File: config.mk
export PLATFORM = sky130hd
export DESIGN_NAME = arcade_shell
export DESIGN_NICKNAME = d
export VERILOG_FILES = /design/src/design/av_pkg.sv /design/src/design/kbd_pkg.sv /design/src/design/scan_bus_if.sv /design/src/design/arcade_shell.sv /design/src/design/audio_dac.sv /design/src/design/key_decoder.sv /design/src/design/ps2_receiver.sv
export SDC_FILE = /design/constraint.sdc
export NUM_CORES = 1
export LEC_CHECK = 0
export BUFFER_PORTS_ARGS = -buffer_cell sky130_fd_sc_hd__buf_2
export CORE_ASPECT_RATIO = 1.4
export CORE_MARGIN = 8
export CORE_UTILIZATION = 63
export CTS_CLUSTER_DIAMETER = 120
export CTS_CLUSTER_SIZE = 16
export DETAILED_ROUTE_END_ITERATION = 10
export GPL_TIMING_DRIVEN = 0
export PLACE_DENSITY_LB_ADDON = 0.05
export SYNTH_ARGS = -nofsm -noshare
export SYNTH_HDL_FRONTEND = slang
export SYNTH_SLANG_ARGS = --single-unit
File: constraint.sdc
create_clock -name clk_sys -period 5.7 [get_ports clk_sys]
set_clock_uncertainty 0.1 [all_clocks]
set_input_delay 1.425 -clock clk_sys [delete_from_list [all_inputs] [get_ports clk_sys]]
set_output_delay 1.425 -clock clk_sys [all_outputs]
set_load 0.005 [all_outputs]
File: src/design/av_pkg.sv
package av_pkg;

	// Sound channel width of the game core
	localparam int DEFAULT_SAMPLE_WIDTH = 7;

	// Extra bits on top of one sample so the sum of two channels
	// never wraps; also sets the accumulator width of the modulator
	localparam int MIX_HEADROOM = 1;

endpackage

File: src/design/kbd_pkg.sv
package kbd_pkg;

	// One byte as it comes off the PS/2 wire
	typedef logic [7:0] scan_code_t;

	// Prefix bytes folded into flags by the receiver
	localparam scan_code_t PREFIX_EXTENDED = 8'hE0;
	localparam scan_code_t PREFIX_BREAK    = 8'hF0;

	// Width of the arcade control vector
	localparam int NUM_KEYS = 10;

	// Bit positions in the control vector
	localparam int KEY_RIGHT  = 0;
	localparam int KEY_LEFT   = 1;
	localparam int KEY_UP     = 2;
	localparam int KEY_DOWN   = 3;
	localparam int KEY_GAS    = 4;
	localparam int KEY_START1 = 5;
	localparam int KEY_START2 = 6;
	localparam int KEY_COIN   = 7;
	localparam int KEY_TEST   = 8;
	localparam int KEY_TRACK  = 9;

	// Set 2 scancode for each control bit
	function automatic scan_code_t key_code(input int idx);
		case (idx)
			KEY_RIGHT:  key_code = 8'h74;
			KEY_LEFT:   key_code = 8'h6B;
			KEY_UP:     key_code = 8'h75;
			KEY_DOWN:   key_code = 8'h72;
			KEY_GAS:    key_code = 8'h29;
			KEY_START1: key_code = 8'h16;
			KEY_START2: key_code = 8'h1E;
			KEY_COIN:   key_code = 8'h2E;
			KEY_TEST:   key_code = 8'h2C;
			KEY_TRACK:  key_code = 8'h31;
			default:    key_code = 8'h00;
		endcase
	endfunction

	// Arrow keys arrive behind an E0 prefix
	function automatic logic key_ext(input int idx);
		return idx inside {KEY_RIGHT, KEY_LEFT, KEY_UP, KEY_DOWN};
	endfunction

endpackage

File: src/design/scan_bus_if.sv
`timescale 1ns/1ns

interface scan_bus_if import kbd_pkg::*; ();

	// One cycle strobe per completed data byte
	logic       valid;
	scan_code_t code;
	// Prefix state that went with the byte
	logic       extended;
	logic       released;

	modport receiver (
		output valid,
		output code,
		output extended,
		output released
	);

	modport decoder (
		input valid,
		input code,
		input extended,
		input released
	);

endinterface

File: src/design/arcade_shell.sv
`timescale 1ns/1ns

module arcade_shell import kbd_pkg::*, av_pkg::*; #(
	parameter int IDLE_TIMEOUT = 2000,
	parameter int SAMPLE_WIDTH = DEFAULT_SAMPLE_WIDTH
) (
	input  logic                    clk_sys,
	input  logic                    rst,
	input  logic                    ps2_clk,
	input  logic                    ps2_data,
	input  logic [SAMPLE_WIDTH-1:0] audio1,
	input  logic [SAMPLE_WIDTH-1:0] audio2,
	output logic [NUM_KEYS-1:0]     keys,
	output logic                    frame_err,
	output logic                    audio_out
);

	// Decoded bytes from receiver to key table
	scan_bus_if scan_bus_i ();

	ps2_receiver #(
		.IDLE_TIMEOUT(IDLE_TIMEOUT)
	) ps2_receiver_i (
		.clk_sys   (clk_sys),
		.rst       (rst),
		.ps2_clk   (ps2_clk),
		.ps2_data  (ps2_data),
		.frame_err (frame_err),
		.scan      (scan_bus_i.receiver)
	);

	// Control vector toward the game core
	key_decoder key_decoder_i (
		.clk_sys (clk_sys),
		.rst     (rst),
		.scan    (scan_bus_i.decoder),
		.keys    (keys)
	);

	// Both sound channels into one bit stream
	audio_dac #(
		.SAMPLE_WIDTH(SAMPLE_WIDTH)
	) audio_dac_i (
		.clk_sys   (clk_sys),
		.rst       (rst),
		.audio1    (audio1),
		.audio2    (audio2),
		.audio_out (audio_out)
	);

endmodule

File: src/design/audio_dac.sv
`timescale 1ns/1ns

module audio_dac import av_pkg::*; #(
	parameter int SAMPLE_WIDTH = DEFAULT_SAMPLE_WIDTH
) (
	input  logic                    clk_sys,
	input  logic                    rst,
	input  logic [SAMPLE_WIDTH-1:0] audio1,
	input  logic [SAMPLE_WIDTH-1:0] audio2,
	output logic                    audio_out
);

	localparam int MIX_WIDTH = SAMPLE_WIDTH + MIX_HEADROOM;
	// Both channels at full scale
	localparam int MAX_MIX   = 2 * ((1 << SAMPLE_WIDTH) - 1);

	logic [MIX_WIDTH-1:0] mix;
	logic [MIX_WIDTH-1:0] acc;

	// Unsigned sum of both channels
	always_ff @(posedge clk_sys) begin
		mix <= MIX_WIDTH'(audio1) + MIX_WIDTH'(audio2);
	end

	// First order sigma-delta
	// the carry out of the wrap is the output bit, so over
	// 2**MIX_WIDTH cycles it is high exactly mix times
	always_ff @(posedge clk_sys) begin
		if (rst) begin
			acc       <= '0;
			audio_out <= 1'b0;
		end else begin
			{audio_out, acc} <= {1'b0, acc} + {1'b0, mix};
		end
	end

	assert property (@(posedge clk_sys) disable iff (rst) mix <= MIX_WIDTH'(MAX_MIX));

endmodule

File: src/design/key_decoder.sv
`timescale 1ns/1ns

module key_decoder import kbd_pkg::*; (
	input  logic                clk_sys,
	input  logic                rst,
	scan_bus_if.decoder         scan,
	output logic [NUM_KEYS-1:0] keys
);

	// One bit per table entry that matches the byte on the bus
	logic [NUM_KEYS-1:0] hit;

	// Code and extended flag must both agree, so a plain 74
	// does not steer right
	always_comb begin
		for (int i = 0; i < NUM_KEYS; i++) begin
			hit[i] = (scan.code == key_code(i)) && (scan.extended == key_ext(i));
		end
	end

	// Make sets the bit, break clears it
	always_ff @(posedge clk_sys) begin
		if (rst) begin
			keys <= '0;
		end else if (scan.valid) begin
			for (int i = 0; i < NUM_KEYS; i++) begin
				if (hit[i])
					keys[i] <= !scan.released;
			end
		end
	end

	// Bus payload is unreset, make sure none of it leaks into keys
	assert property (@(posedge clk_sys) disable iff (rst) !$isunknown(keys));

endmodule

File: src/design/ps2_receiver.sv
`timescale 1ns/1ns

module ps2_receiver import kbd_pkg::*; #(
	parameter int IDLE_TIMEOUT = 2000
) (
	input  logic         clk_sys,
	input  logic         rst,
	input  logic         ps2_clk,
	input  logic         ps2_data,
	output logic         frame_err,
	scan_bus_if.receiver scan
);

	localparam int IDLE_W = $clog2(IDLE_TIMEOUT + 1);

	logic [1:0]        clk_sync;
	logic [1:0]        data_sync;
	logic              clk_prev;
	logic              clk_fall;
	logic [3:0]        bit_cnt;
	logic [9:0]        shift;
	logic [IDLE_W-1:0] idle_cnt;
	logic              ext_flag;
	logic              brk_flag;
	scan_code_t        rx_byte;
	logic              frame_ok;

	// Both lines idle high
	always_ff @(posedge clk_sys) begin
		if (rst) begin
			clk_sync  <= 2'b11;
			data_sync <= 2'b11;
			clk_prev  <= 1'b1;
		end else begin
			clk_sync  <= {clk_sync[0], ps2_clk};
			data_sync <= {data_sync[0], ps2_data};
			clk_prev  <= clk_sync[1];
		end
	end

	assign clk_fall = clk_prev && !clk_sync[1];

	// shift[0] is start, shift[8:1] data, shift[9] parity; stop is taken live
	assign rx_byte  = shift[8:1];
	assign frame_ok = !shift[0] && (^shift[9:1]) && data_sync[1];

	always_ff @(posedge clk_sys) begin
		if (rst) begin
			bit_cnt    <= '0;
			idle_cnt   <= '0;
			ext_flag   <= 1'b0;
			brk_flag   <= 1'b0;
			frame_err  <= 1'b0;
			scan.valid <= 1'b0;
		end else begin
			frame_err  <= 1'b0;
			scan.valid <= 1'b0;
			if (clk_fall) begin
				idle_cnt <= '0;
				if (bit_cnt == 4'd10) begin
					bit_cnt <= '0;
					if (!frame_ok) begin
						frame_err <= 1'b1;
						ext_flag  <= 1'b0;
						brk_flag  <= 1'b0;
					end else if (rx_byte == PREFIX_EXTENDED) begin
						ext_flag <= 1'b1;
					end else if (rx_byte == PREFIX_BREAK) begin
						brk_flag <= 1'b1;
					end else begin
						scan.valid <= 1'b1;
						ext_flag   <= 1'b0;
						brk_flag   <= 1'b0;
					end
				end else begin
					bit_cnt <= bit_cnt + 4'd1;
				end
			end else if (bit_cnt != '0) begin
				// Drop a frame that stalls halfway
				if (idle_cnt == IDLE_W'(IDLE_TIMEOUT - 1)) begin
					bit_cnt  <= '0;
					idle_cnt <= '0;
				end else begin
					idle_cnt <= idle_cnt + 1'b1;
				end
			end
		end
	end

	always_ff @(posedge clk_sys) begin
		if (clk_fall && bit_cnt != 4'd10)
			shift <= {data_sync[1], shift[9:1]};
		if (clk_fall && bit_cnt == 4'd10) begin
			scan.code     <= rx_byte;
			scan.extended <= ext_flag;
			scan.released <= brk_flag;
		end
	end

	// A byte needs a whole frame, so strobes can never touch
	assert property (@(posedge clk_sys) disable iff (rst) scan.valid |=> !scan.valid);

	assert property (@(posedge clk_sys) disable iff (rst) !(frame_err && scan.valid));

endmodule

After elaboration in Yosys (flattened, before gate mapping)
Cells that the tools add are included.

Add/sub/neg operators: 4. Equal/unequal tests: 17. Multiplexer cells: 13. Bitwise operators: 4. Reductions and logical operators: 38.

Operators with widths (number): 8-bit by 6-bit == test with 1-bit output, second input constant (4); 8-bit by 7-bit == test with 1-bit output, second input constant (4); 2-bit AND reduction (11); 8-bit by 5-bit == test with 1-bit output, second input constant (2); 8-bit == test, second input constant (2); 4-bit two-way mux (4); 1-bit logical AND (15); 11-bit by 1-bit adder with 11-bit output, second input constant (1); 11-bit == test, second input constant (1); 11-bit two-way mux (1); 8-bit by 8-bit adder with 9-bit output (1); 9-bit XOR reduction (1); 7-bit by 7-bit adder with 8-bit output (1); 1-bit two-way mux (8); 3-bit AND reduction (2); 5-bit OR reduction (1); 4-bit by 1-bit adder with 4-bit output, second input constant (1); 4-bit == test, second input constant (1); 4-bit inequality test, second input constant (1); 1-bit NOT (4); 2-bit nonzero test (2); 4-bit nonzero test (1); 1-bit logical NOT (3); 3-bit inequality test, second input constant (1); other kinds (3) (3).

Bits in registers: 71. Bits of input ports: 18. Output and inout port bits: 12. Word-level logic and storage cells: 102.

Logic depth before layout (Yosys ltp)
Gate-level depths: netlist of the first run.

Word-level depth: 5. Gate-level depth with buffers: 8. Depth with buffers taken out: 8.

Cells and area by module
Synthesis of the first run repeated with hierarchy kept, for this count alone.

Cells, all modules: 316. Area total of the unflattened synthesis: 3358.2 µm².

Modules (own cells, without submodules): ps2_receiver (times used 1, cells each 151, area each 1776.7 µm², sequential area each 1081.0 µm²); audio_dac (times used 1, cells each 107, area each 1004.7 µm², sequential area each 340.3 µm²); key_decoder (times used 1, cells each 58, area each 576.8 µm², sequential area each 200.2 µm²).

Worst setup path before layout of the first run
OpenSTA, ideal clock, no wires.

Path type: input port to flip-flop. Start: input port audio1[0]. End: register audio_dac_i.mix[6]. Library setup time: 0.062 ns. Data arrival time: 2.696 ns. Data required time: 5.538 ns. Slack: 2.842 ns. Stages: 8. Path buffers: 0. Path through: ha_1 inv_1 fa_1 nor2b_1 o21ai_1 a21boi_0 or4b_1 nand3_1.

Longest elaborated chain between the ends: 1.

Ends and longest elaborated chain: start, declared (line arcade_shell.sv:11) `input logic [SAMPLE_WIDTH-1:0] audio1,`; 7-bit by 7-bit adder with 8-bit output (line audio_dac.sv:22) `mix <= MIX_WIDTH'(audio1) + MIX_WIDTH'(audio2);`; end signal, assigned (line audio_dac.sv:22); end, declared (line audio_dac.sv:17) `logic [MIX_WIDTH-1:0] mix;`.

Every way passes these cells. A chain may end at the register's enable or synchronous reset.

Worst setup path after layout of the first run
Same ends and word-level chain as after synthesis.

==> flow_summary.rst, run 1 <==
.. list-table::
   :header-rows: 1

   * - Metric
     - Value
   * - Total leakage power
     - 1.54 nW
   * - Post-synthesis net count
     - 359
   * - Height of the die
     - 101 µm
   * - Overflow after GRT
     - 0
   * - Clock transition time at the flip-flop clock pins of the worst setup and hold paths
     - 0.08 ns
   * - Detailed Route WL
     - 5670 µm
   * - Top Ports
     - 30
   * - Post-CTS setup buffer count
     - 0
   * - Max H-tree Level
     - 3
   * - Max Freq
     - 0.355 GHz
   * - # Max-Cap Violations
     - 0
   * - Setup Viol. Count Final
     - 0
   * - Synth Cell Area
     - 3230 µm²
   * - Via density per instance
     - 5.36
   * - Starting DRC count in detailed routing
     - 93
   * - Slew Limit Fails
     - 0
   * - Cell type contributing the most total cell area after synthesis
     - dfxtp_1
   * - Post-detailed-route count of antenna-violating nets
     - 0
   * - Final worst path period share
     - 49.4%
   * - Syn avg cell area
     - 10.2 µm²
   * - Total global routing track utilization
     - 15.2%
   * - Area of the die
     - 7700 µm²
   * - Number of standard-cell rows in the floorplan
     - 31
   * - Worst-case headroom to the max-slew limit
     - 64.7%
   * - Setup CP Type
     - input pin to flop
   * - Sequential share of the synthesized area
     - 50.3%
   * - Hold-fix buffer count after cts
     - 0
   * - Vias post-DR
     - 2278
   * - Yosys top cell area share
     - 31.6%
   * - Number of global-route vias before repair
     - 2294
   * - Count of instances resized after the clock tree is built
     - 0
   * - Cell with the most instances after synthesis
     - dfxtp_1
   * - Number of sinks handled by clock tree synthesis
     - 71
   * - Critical path peak fanout
     - 3
   * - RePlAce Congestion
     - 0.792
   * - Critical path launch point type
     - input pin
   * - Count of flip-flops with a built-in enable after synthesis
     - 20
   * - # diodes
     - 0
   * - FF+latch count, synth
     - 71
   * - First-pass GRT wire length
     - 9470 µm
   * - Count of mapped cells out of synthesis
     - 315
   * - TritonCTS clock tree
     - built
   * - Number of antenna violations at the first check in global routing
     - 0
   * - Minimum period implied by the final worst setup slack
     - 2.82 ns
   * - Clk buf depth
     - 2
   * - IO buf count
     - 28
   * - Final Hold Vio Count
     - 0
   * - Total power per unit cell area
     - 356 nW/µm²
   * - Top FF cell, synth
     - dfxtp_1
   * - Most common library cells after synthesis
     - dfxtp_1 (51), nor2_1 (46), ha_1 (24)
   * - Clock buffer count from CTS
     - 9
   * - Slew at the pin closest to its max-slew limit
     - 0.529 ns
   * - DIE WIDTH
     - 76.5 µm
   * - Total iterations of the first detailed-routing run
     - 4
   * - Worst path required time
     - 5.82 ns
   * - Post-synthesis cell type count
     - 46
   * - Total half-perimeter wirelength after legalization and detailed placement
     - 4100 µm
   * - Status
     - complete, no violations
   * - Final core area utilization
     - 73.7%
   * - CTS root buffer
     - clkbuf_8
   * - Warning count from the yosys run
     - 0
   * - Pin count of the biggest net entering global routing
     - 14
   * - Initial standard-cell utilization of the core
     - 64.0%
   * - DRC violations left
     - 0
   * - WL per Instance
     - 13.3 µm
   * - Fraction of final layout cells with drive strength greater than 1
     - 15.9%
   * - Worst min-delay path category
     - flop to flop
   * - Clock latency at the later pin of the worst-skew pair
     - 0.34 ns
   * - Core area
     - 5040 µm²
   * - Max rail drop VDD
     - 0.230 mV
   * - Sum Neg Setup Slack
     - 0 ns
   * - Growth of design area from synthesis to finish
     - 15.2%
   * - Worst endpoint data arrival time
     - 2.94 ns
   * - Worst Setup End Kind
     - flop
   * - Share of synthesized registers carrying an async set or reset
     - 0%
   * - R2R Setup Slk
     - 3.38 ns
   * - Total Nets Final
     - 398
   * - Unrepaired setup endpoints after global routing
     - false
   * - Leading cell types by total area after synthesis
     - dfxtp_1 (32%), edfxtp_1 (19%), ha_1 (9.3%)
## metal layers
layer  GRT usage, %  share of wire [%]  vias to the layer above
li1               -                  -                     1172
met1           14.6                 42                     1054
met2           27.7                 51                       41
met3           4.91                4.3                       11
met4           9.06                2.3                        0
met5              0                  0                        -
## registers in the layout, indices dropped and copies added, names as in the netlist, 2 cells and up
name and cells:
ps2_receiver_i.idle_cnt 11, ps2_receiver_i.bit_cnt 4, ps2_receiver_i.clk_sync 2, key_decoder_i.keys 10
ps2_receiver_i.scan.code 8, audio_dac_i.acc 8, audio_dac_i.mix 8, ps2_receiver_i.data_sync 2
ps2_receiver_i.shift 10
## through the flow
step	std cells	instance area (µm²)	hold WS [ns]	setup WS, ns	total power, mW
finish	425	3720	0.313	2.88	1.32
detailed placement	409	3450	0.296	2.52	0.804
global placement	409	3450	0.292	2.58	0.796
global route	425	3720	0.329	2.75	1.38
floorplan	315	3230	0.289	2.84	0.759
CTS	425	3720	0.316	2.89	1.34
## kinds of logic after synthesis
kind of cell,count (synthesis),share of synthesized area (%)
buffers and inverters,26,3.06
and+or+nand+nor,124,19.8
AOI/OAI and AO/OA,42,8.34
adders and majority gates,26,10.5
muxes,6,1.90
xor gates and xnor gates,20,6.09
DFF,71,50.3
## worst max-delay path: stages
cell      delay, ns
buf_2          0.08
ha_1           0.16
inv_1          0.05
fa_1           0.40
nor2b_1        0.14
o21ai_1        0.08
a21boi_0       0.35
or4b_1         0.18
nand3_1        0.07
## placed cells by master, fill, tap and decap left out, drive strengths merged, types with 10 or more instances in the layout
| cell | count |
|---|---|
| nand3 | 10 |
| dfxtp | 51 |
| buf | 29 |
| nor2 | 46 |
| edfxtp | 20 |
| ha | 24 |
| a21oi | 12 |
| inv | 21 |
| nor3 | 10 |
| nand2 | 14 |
| clkbuf | 13 |
| nor2b | 10 |
| xnor2 | 13 |
## path summary, 6_finish.rpt
kind,from,to,depth (start not counted)
setup / recovery,audio1[0],audio_dac_i.mix[6],9
hold / removal,ps2_receiver_i.data_sync[0],ps2_receiver_i.data_sync[1],1
setup reg to reg,ps2_receiver_i.shift[7],ps2_receiver_i.brk_flag,6
hold reg to reg,ps2_receiver_i.data_sync[0],ps2_receiver_i.data_sync[1],1
## cell type report
type / count / area (µm²)
tap: 66 / 82.6
sequential: 71 / 1620
multi-input combinational: 218 / 1510
fill: 389 / 1320
clock inverter: 7 / 145
clock buffer: 9 / 124
buffer: 5 / 20.0
inverter: 21 / 78.8
timing repair buffer: 28 / 140
## power by group
part	switching, mW	total, mW	internal, mW
combinational	0.115	0.222	0.107
clock	0.192	0.529	0.336
sequential	0.0163	0.573	0.556
total	0.323	1.32	1.00
Power figures use the tool's default switching activity.
==> run 2, diff against run 1 <==
--- a/config.mk
+++ b/config.mk
@@ -5,10 +5,11 @@
 export SDC_FILE = /design/constraint.sdc
 export NUM_CORES = 1
 export LEC_CHECK = 0
+export ABC_AREA = 1
 export BUFFER_PORTS_ARGS = -buffer_cell sky130_fd_sc_hd__buf_2
 export CORE_ASPECT_RATIO = 1.4
 export CORE_MARGIN = 8
-export CORE_UTILIZATION = 63
+export CORE_UTILIZATION = 53
 export CTS_CLUSTER_DIAMETER = 120
 export CTS_CLUSTER_SIZE = 16
 export DETAILED_ROUTE_END_ITERATION = 10
==> constraint.sdc (replaced) <==
create_clock -name clk_sys -period 2.28 [get_ports clk_sys]
set_clock_uncertainty 0.1 [all_clocks]
set_input_delay 0.57 -clock clk_sys [delete_from_list [all_inputs] [get_ports clk_sys]]
set_output_delay 0.57 -clock clk_sys [all_outputs]
set_load 0.005 [all_outputs]
==> run 2 against run 1 <==
Against the previous run:
- sequential cell count stayed put
- synthesized cell count grew 19%
- first-iteration DRC count grew 110%
- register-to-register slack worse by 3.0 ns
- clock-buffer cell count increased by 3
- critical path depth shrank 2
- clock power rose by 64%
- critical path type is now flop to flop
- largest cell class unchanged
- highest routed layer unchanged
==> flow_summary.rst, run 2 <==
.. list-table::
   :header-rows: 1

   * - Metric
     - Value
   * - Pin count of the biggest net entering global routing
     - 15
   * - Area of the die
     - 9040 µm²
   * - Commonest non-fill, non-tap cell in the layout
     - nand2_1
   * - DIE WIDTH
     - 82.7 µm
   * - First-pass GRT wire length
     - 10200 µm
   * - Minimum period implied by the final worst setup slack
     - 1.90 ns
   * - # diodes
     - 0
   * - Number of sinks handled by clock tree synthesis
     - 71
   * - R2R Setup Slk
     - 0.38 ns
   * - Total half-perimeter wirelength after legalization and detailed placement
     - 4580 µm
   * - Status
     - complete, no violations
   * - Number of standard-cell rows in the floorplan
     - 34
   * - Slew at the pin closest to its max-slew limit
     - 0.641 ns
   * - Clk buf depth
     - 2
   * - Count of instances resized after the clock tree is built
     - 0
   * - Worst endpoint data arrival time
     - 2.09 ns
   * - IO buf count
     - 29
   * - Total Nets Final
     - 460
   * - Number of global-route vias before repair
     - 2426
   * - Post-synthesis cell type count
     - 33
   * - Setup CP Type
     - flop to flop
   * - Largest registers
     - ps2_receiver_i.idle_cnt x11, key_decoder_i.keys x10, ps2_receiver_i.shift x10
   * - Max Freq
     - 0.526 GHz
   * - Worst min-delay path category
     - input pin to flop
   * - Commonest non-fill, non-tap cells in the layout
     - nand2_1 (57), inv_1 (52), dfxtp_1 (51)
   * - Clock buffer count from CTS
     - 9
   * - Fraction of final layout cells with drive strength greater than 1
     - 14.5%
   * - Cell depth of the worst hold path
     - 2
   * - Register name with the most flops
     - ps2_receiver_i.idle_cnt
   * - Detailed Route WL
     - 5920 µm
   * - Count of mapped cells out of synthesis
     - 376
   * - Post-synthesis net count
     - 420
   * - Final Hold Vio Count
     - 0
   * - TritonCTS clock tree
     - built
   * - Top FF cell, synth
     - dfxtp_1
   * - Syn avg cell area
     - 8.77 µm²
   * - CTS root buffer
     - clkbuf_8
   * - Height of the die
     - 109 µm
   * - Post-detailed-route count of antenna-violating nets
     - 0
   * - Slew Limit Fails
     - 0
   * - Sum Neg Setup Slack
     - 0 ns
   * - Final worst path period share
     - 83.4%
   * - Most used cell along the critical path
     - nand2_1
   * - DRC violations left
     - 0
   * - Total leakage power
     - 1.63 nW
   * - Worst Hold Endpoint
     - ps2_receiver_i.data_sync[0]
   * - Count of placed standard cells in the final layout, fillers left out
     - 493
   * - WL per Instance
     - 12.0 µm
   * - Most common library cells after synthesis
     - nand2_1 (57), inv_1 (52), dfxtp_1 (51)
   * - Largest register FFs
     - 11
   * - Clock latency at the later pin of the worst-skew pair
     - 0.34 ns
   * - Hold-fix buffer count after cts
     - 0
   * - Setup Viol. Count Final
     - 0
   * - Cell type contributing the most total cell area after synthesis
     - dfxtp_1
   * - Post-CTS setup buffer count
     - 0
   * - Critical path peak fanout
     - 14
   * - Max H-tree Level
     - 3
   * - HP Start
     - ps2_data
   * - Share of synthesized registers carrying an async set or reset
     - 0%
   * - Cell with the most instances after synthesis
     - nand2_1
   * - Total global routing track utilization
     - 14.6%
   * - Clock transition time at the flip-flop clock pins of the worst setup and hold paths
     - 0.07 ns
   * - Yosys top cell area share
     - 31.0%
   * - Growth of design area from synthesis to finish
     - 12.2%
   * - Family with the most delay on the worst path
     - simple AND/OR/NAND/NOR gates
   * - Synth Cell Area
     - 3300 µm²
   * - Worst path buffer plus inverter count
     - 1
   * - FF+latch count, synth
     - 71
   * - CP max-delay cell
     - nor2_2
   * - Core area
     - 6130 µm²
   * - R2r worst-path depth
     - 7
   * - Worst r2r dst
     - ps2_receiver_i.brk_flag
   * - Number of antenna violations at the first check in global routing
     - 0
   * - Overflow after GRT
     - 0
   * - Crit path largest cell delay
     - 0.52 ns
   * - Top Ports
     - 30
   * - Count of flip-flops with a built-in enable after synthesis
     - 20
   * - Via density per instance
     - 5.08
   * - Unrepaired setup endpoints after global routing
     - false
   * - PnR Total Power
     - 2.85 mW
   * - # Max-Cap Violations
     - 0
   * - Reg-to-reg critical path startpoint
     - ps2_receiver_i.bit_cnt[0]
   * - Total power per unit cell area
     - 771 nW/µm²
   * - Worst Setup End Kind
     - flop
   * - Worst-case headroom to the max-slew limit
     - 57.2%
   * - Initial standard-cell utilization of the core
     - 53.8%
   * - Critical path launch point type
     - flop
   * - RePlAce Congestion
     - 0.877
   * - Vias post-DR
     - 2506
   * - Warning count from the yosys run
     - 0
   * - Chain of cells forming the critical path
     - inv_1 -> ha_1 -> nand3_1 -> nor2_2 -> nand2_1 -> or2_1 -> nand2_1
   * - Total iterations of the first detailed-routing run
     - 4
   * - Fillcell total
     - 575
   * - Total instance count after detailed placement
     - 477
   * - Sequential share of the synthesized area
     - 49.2%
   * - Worst path required time
     - 2.47 ns
   * - Starting DRC count in detailed routing
     - 195
   * - Leading cell types by total area after synthesis
     - dfxtp_1 (31%), edfxtp_1 (18%), ha_1 (9.1%)
   * - Max rail drop VDD
     - 0.373 mV
-- run 2: changes by cell type in the layout (fill, tap and decap cells not counted), moves of 9 or more --
cell / previous run / this run
xnor2_1: 13 / 4
inv_1: 21 / 52
nor2b_1: 10 / 0
a21oi_1: 11 / 39
nand2_1: 14 / 57
nand3_1: 10 / 21
nor2_1: 46 / 35
-- run 2: worst max path at each step --
stage / startpoint / to / slack, ns / cells past startpoint
6_report: ps2_receiver_i.bit_cnt[0] / ps2_receiver_i.brk_flag / 0.38 / 7
5_1_grt: ps2_receiver_i.bit_cnt[0] / ps2_receiver_i.brk_flag / 0.23 / 7
4_1_cts: ps2_receiver_i.bit_cnt[0] / ps2_receiver_i.brk_flag / 0.37 / 7
3_5_place_dp: audio1[0] / audio_dac_i.mix[6] / 0.06 / 9
3_3_place_gp: audio1[0] / audio_dac_i.mix[6] / 0.08 / 9
2_1_floorplan: audio1[0] / audio_dac_i.mix[6] / 0.32 / 8
-- run 2: layout make-up --
type / instances / area, µm² / area share [%]
clock inverters: 4 / 22.5 / 0.609
multi-input cells: 245 / 1450 / 39.1
clock buffers: 12 / 145 / 3.92
plain buffers: 3 / 11.3 / 0.304
repair buffers: 29 / 145 / 3.92
well taps: 72 / 90.1 / 2.43
inverters: 57 / 216 / 5.85
flip-flops and latches: 71 / 1620 / 43.8
-- run 2: cell families (layout without fill, tap and decap cells) --
group	after synthesis	after routing	share of synthesized area, %
AO/OA/AOI/OAI	63	63	10.2
flip-flops	71	71	49.2
XOR/XNOR	8	8	2.13
buffers and inverters	60	105	6.91
adder cells (fa/ha/maj)	26	26	10.3
AND/OR/NAND/NOR	148	148	21.3
-- run 2: routing by layer --
| metal | share of wire, % | global-route usage [%] | vias to the layer above | routed length [µm] |
|---|---|---|---|---|
| met4 | 1.9 | 7.92 | 0 | 110 |
| met2 | 52 | 25.9 | 35 | 3070 |
| met3 | 3.4 | 2.78 | 12 | 203 |
| met5 | 0 | 0 | - | 0 |
| li1 | - | - | 1333 | - |
| met1 | 43 | 15.5 | 1126 | 2540 |
-- run 2: where the power goes --
| group | total (mW) | internal (mW) | leakage, nW | switching, mW |
|---|---|---|---|---|
| Sequential | 1.43 | 1.39 | 0.594 | 0.0400 |
| Clock | 0.865 | 0.420 | 0.0861 | 0.445 |
| Combinational | 0.553 | 0.226 | 0.951 | 0.327 |
| Total | 2.85 | 2.04 | 1.63 | 0.812 |
-- run 2: through the flow --
stage                     hold WS, ns  instance area, µm²  utilization (%)  setup WS (ns)
after floorplan                 0.289                3300                -          0.317
after CTS                       0.303                3700             60.4          0.365
after global placement          0.293                3530             57.7         0.0770
after detailed placement        0.299                3530             57.7         0.0606
final                           0.314                3700             60.4          0.379
after global routing            0.303                3700             60.4          0.234
